[src/verilog/fetchPkg.sv]
/*
 * Fetch-block geometry shared by the predictor RTL.
 * Modules import it in their header for address and slot widths.
 */
`default_nettype none

package fetchPkg;

    // --------------------
    // address
    // --------------------

    // virtual address, one word
    parameter int ADDR_W = 32;

    // --------------------
    // fetch block
    // --------------------

    // four instruction slots per 16-byte block
    parameter int SLOT_NUM = 4;

    // slot number lives in address bits 3:2
    parameter int SLOT_BITS = 2;

    // first address bit above the block offset
    parameter int BLOCK_LSB = 4;

endpackage

`default_nettype wire

[src/verilog/globalHistoryReg.sv]
/*
 * Speculative global history register of the branch predictor.
 * Shifts in the block's taken result after each lookup response;
 * a repair restores it from the checkpoint and takes priority.
 */
`timescale 1ns/10ps
`default_nettype none

module globalHistoryReg
    import fetchPkg::*;
#(
    parameter int HIST_LEN = 4
) (
    input  wire logic                clk,
    input  wire logic                rst,
    input  wire logic                specValid_i,
    input  wire logic [SLOT_NUM-1:0] predTake_i,
    input  wire logic                repairValid_i,
    input  wire logic [HIST_LEN-1:0] repairHist_i,
    input  wire logic                repairTaken_i,
    output logic      [HIST_LEN-1:0] ghr_o
);

    // any taken slot in the block counts as one taken branch
    logic blockTaken;

    assign blockTaken = |predTake_i;

    // --------------------
    // history update
    // --------------------

    always_ff @(posedge clk) begin
        if (!rst) begin
            ghr_o <= '0;
        end else if (repairValid_i) begin
            // history at the mispredicted branch plus its real outcome
            ghr_o <= {repairHist_i[HIST_LEN-2:0], repairTaken_i};
        end else if (specValid_i) begin
            ghr_o <= {ghr_o[HIST_LEN-2:0], blockTaken};
        end
    end

    // history feeds the table index, so an X here spreads into every bank
    ghrKnown: assert property (
        @(posedge clk) disable iff (!rst) !$isunknown(ghr_o)
    ) else $error("globalHistoryReg: ghr_o unknown after reset");

endmodule

`default_nettype wire

[config.mk]
export PLATFORM = sky130hd
export DESIGN_NAME = globalHistoryReg
export DESIGN_NICKNAME = d
export VERILOG_FILES = /design/src/verilog/fetchPkg.sv /design/src/verilog/globalHistoryReg.sv
export SDC_FILE = /design/constraint.sdc
export NUM_CORES = 1
export LEC_CHECK = 0
export ABC_CLOCK_PERIOD_IN_PS = 1800
export BUFFER_PORTS_ARGS = -buffer_cell sky130_fd_sc_hd__buf_2
export CORE_AREA = 8 8 45 47
export DETAILED_ROUTE_END_ITERATION = 8
export DIE_AREA = 0 0 53 55
export GPL_ROUTABILITY_DRIVEN = 0
export PLACE_DENSITY = 0.4
export SLEW_MARGIN = 30
export SYNTH_ARGS = -nofsm -noshare
export SYNTH_HDL_FRONTEND = slang
export SYNTH_SLANG_ARGS = --single-unit
[constraint.sdc]
create_clock -name clk -period 1.8 [get_ports clk]
set_input_delay 0.27 -clock clk [delete_from_list [all_inputs] [get_ports clk]]
set_output_delay 0.27 -clock clk [all_outputs]
set_load 0.01 [all_outputs]
==> results.md <==
- Outcome: finished, final reports clean
- Synthesized net count: 33
- Vert. Die Dim: 55 um
- Yosys reg bits: 4
- Crit-path max cell delay: about 340 ps
- Reg-to-reg slack, setup: approximately 1100 ps
- Clock Latency Late Sink: 230 ps
- Max Clk Rate: a little over 1 GHz
- PostCTS Resize Cnt: 0
- Via density: 3.77
- Critical Path End Type: output port
- Slew Limit Fails: 0
- Worst setup path endpoint: ghr_o[0]
- Tot Pwr: about 0.25 mW
- Worst EP arrival: slightly above 700 ps
- CP Depth: 1
- Detailed Routing Iterations Pass 1: 3
- Cell Chain, Critical Path: buf_2
- Fin crit share: between 50% and 60%
- TritonCTS clock tree: done
- Worst-path fanout max: 3
- Via count: 200
- Antenna Nets Post-Route: 0
- Dpl cells: 50
- Post-layout util: 21.4%
- GR Layer Usage met1: around 5.5%
- Fin crit period: roughly 980 ps
- DRC errors left: 0
- Clock Skew: 0.952 ps
- Busiest layer in global routing: met4
- Slowest CP cell: dfxtp_1
- Leak Pwr: 0.147 nW
- Hold Path Class: primary input to flop
- GRT Total Usage: 4.43%
- Site Rows: 14
- Port Buf Inserts: 15
- WHS: between 300 and 400 ps
- Mean post-synth cell area: around 9.3 um^2
- Sequential area share after synthesis: 43.0%
- CP Launch Point: ghr_o[0]$_SDFFE_PN0P_
- Worst-path clk slew: ~40 ps
- Top delay family on crit path: flip-flops
- N_diodes: 0
- CP bufs+invs: 1
- Pin count of the biggest net entering global routing: 8
- Worst-margin pin slew: 175 ps
- GR Layer Usage met3: 3.48%
- Cell Area, Synth: 186 um^2
- Vias in the first global route: around 200
- Clock sinks: 4
- DIE WIDTH: between 50 and 60 um
- First-pass GRT wire length: between 800 and 900 um
- Cells after synthesis: 20
- Layout cells sized above 1: between 50% and 60%
- Final net count: between 50 and 60
- RSZ-0062 raised after global routing: no
- Initial Util: 13.5%
- Most frequent cells in the layout: buf_2 (15), o21ai_0 (4), dfxtp_1 (4)
- Largest registers: ghr_o (4)
- Setup_tns: 0 ps
- Slew HR: about nine tenths
- CTS Root Buffer Type: clkbuf_4
- Setup violators final: 0
- Power Density: 837 nW/um^2
- Met2 Usage GRT: 3.32%
- Top reg by flops: ghr_o
- Reg2reg start: ghr_o[0]$_SDFFE_PN0P_
- TritonCTS buffer count: 3
- Maximum level of the CTS H-tree: 1
- # Post-CTS Setup Buffers: 0
- Startpoint types: flop
- Post-DR wirelength/cell: roughly 11 um
- Yosys cell types: 9
- Die footprint: just under 3000 um^2
- Worst vdd ir: 223 uV
- Largest register FFs: 4
- Core Region: between 1000 and 1500 um^2
- Commonest non-fill, non-tap cell in the layout: buf_2
- Critical Path RT: 1530 ps
- Max Cap Viol: 0
- GRT overflow: 0
- Area Overhead vs Synth: 59.1%
- Worst r2r path cells: 2
- I/O pins: 17
- Initial antenna violation count: 0
- Reg-to-reg endpoint: ghr_o[0]$_SDFFE_PN0P_
- CTS Hold Bufs: 0
- Filler-free cell count of the finished design: 53
- Initial DRC Count: 1
- Setup CP Type: flop to output port
- Drt total wl: around 570 um
- Final hold violation count: 0
- Clock buffer depth: 2
- Ys Warns: 0
-- per-stage QoR --
stage / area, um^2 / setup slack (ps)
global route: 297 / 768
floorplan: 186 / 700
global placement: 274 / 609
finish: 297 / 816
detailed placement: 274 / 600
CTS: 297 / 797
-- cells in the mapped netlist (all sizes together) --
cell type | number | area [um^2]
nor3 | 3 | 20.0
inv | 1 | 3.75
o21ai | 4 | 20.0
mux2i | 3 | 30.0
a21oi | 3 | 15.0
or4b | 1 | 10.0
buf | 1 | 7.51
dfxtp | 4 | 80.1
-- report_power, final --
part,internal [mW],total [mW],switching [mW]
logic,0.0203,0.0392,0.0188
registers,0.0960,0.100,0.00431
clock network,0.0744,0.109,0.0342
-- worst min path at each step --
stage                                startpoint                    end  cells after the start
after CTS                       repairHist_i[2]  ghr_o[3]$_SDFFE_PN0P_                      3
after detailed placement  ghr_o[3]$_SDFFE_PN0P_  ghr_o[3]$_SDFFE_PN0P_                      2
after global routing            repairHist_i[2]  ghr_o[3]$_SDFFE_PN0P_                      3
after global placement    ghr_o[3]$_SDFFE_PN0P_  ghr_o[3]$_SDFFE_PN0P_                      2
after floorplan                             rst  ghr_o[1]$_SDFFE_PN0P_                      2
final                           repairHist_i[2]  ghr_o[3]$_SDFFE_PN0P_                      3
-- kinds of logic after synthesis --
logic type / count (synthesis) / share of synthesized area, %
and+or+nand+nor: 4 / 16.1
muxes: 3 / 16.1
DFF: 4 / 43.0
buffers and inverters: 2 / 6.04
AOI/OAI and AO/OA: 7 / 18.8
-- cell type report --
class | count | area [um^2]
fill | 154 | 1090
multi-input combinational | 14 | 95.1
sequential | 4 | 80.1
timing repair buffer | 15 | 75.1
clock buffer | 3 | 22.5
tap | 16 | 20.0
inverter | 1 | 3.75
-- metal layers --
metal | share of wire, % | vias to the layer above
met1 | 51 | 77
met3 | 21 | 0
met4 | 0 | 0
met2 | 28 | 15
met5 | 0 | -
li1 | - | 108
Power figures use the tool's default switching activity.
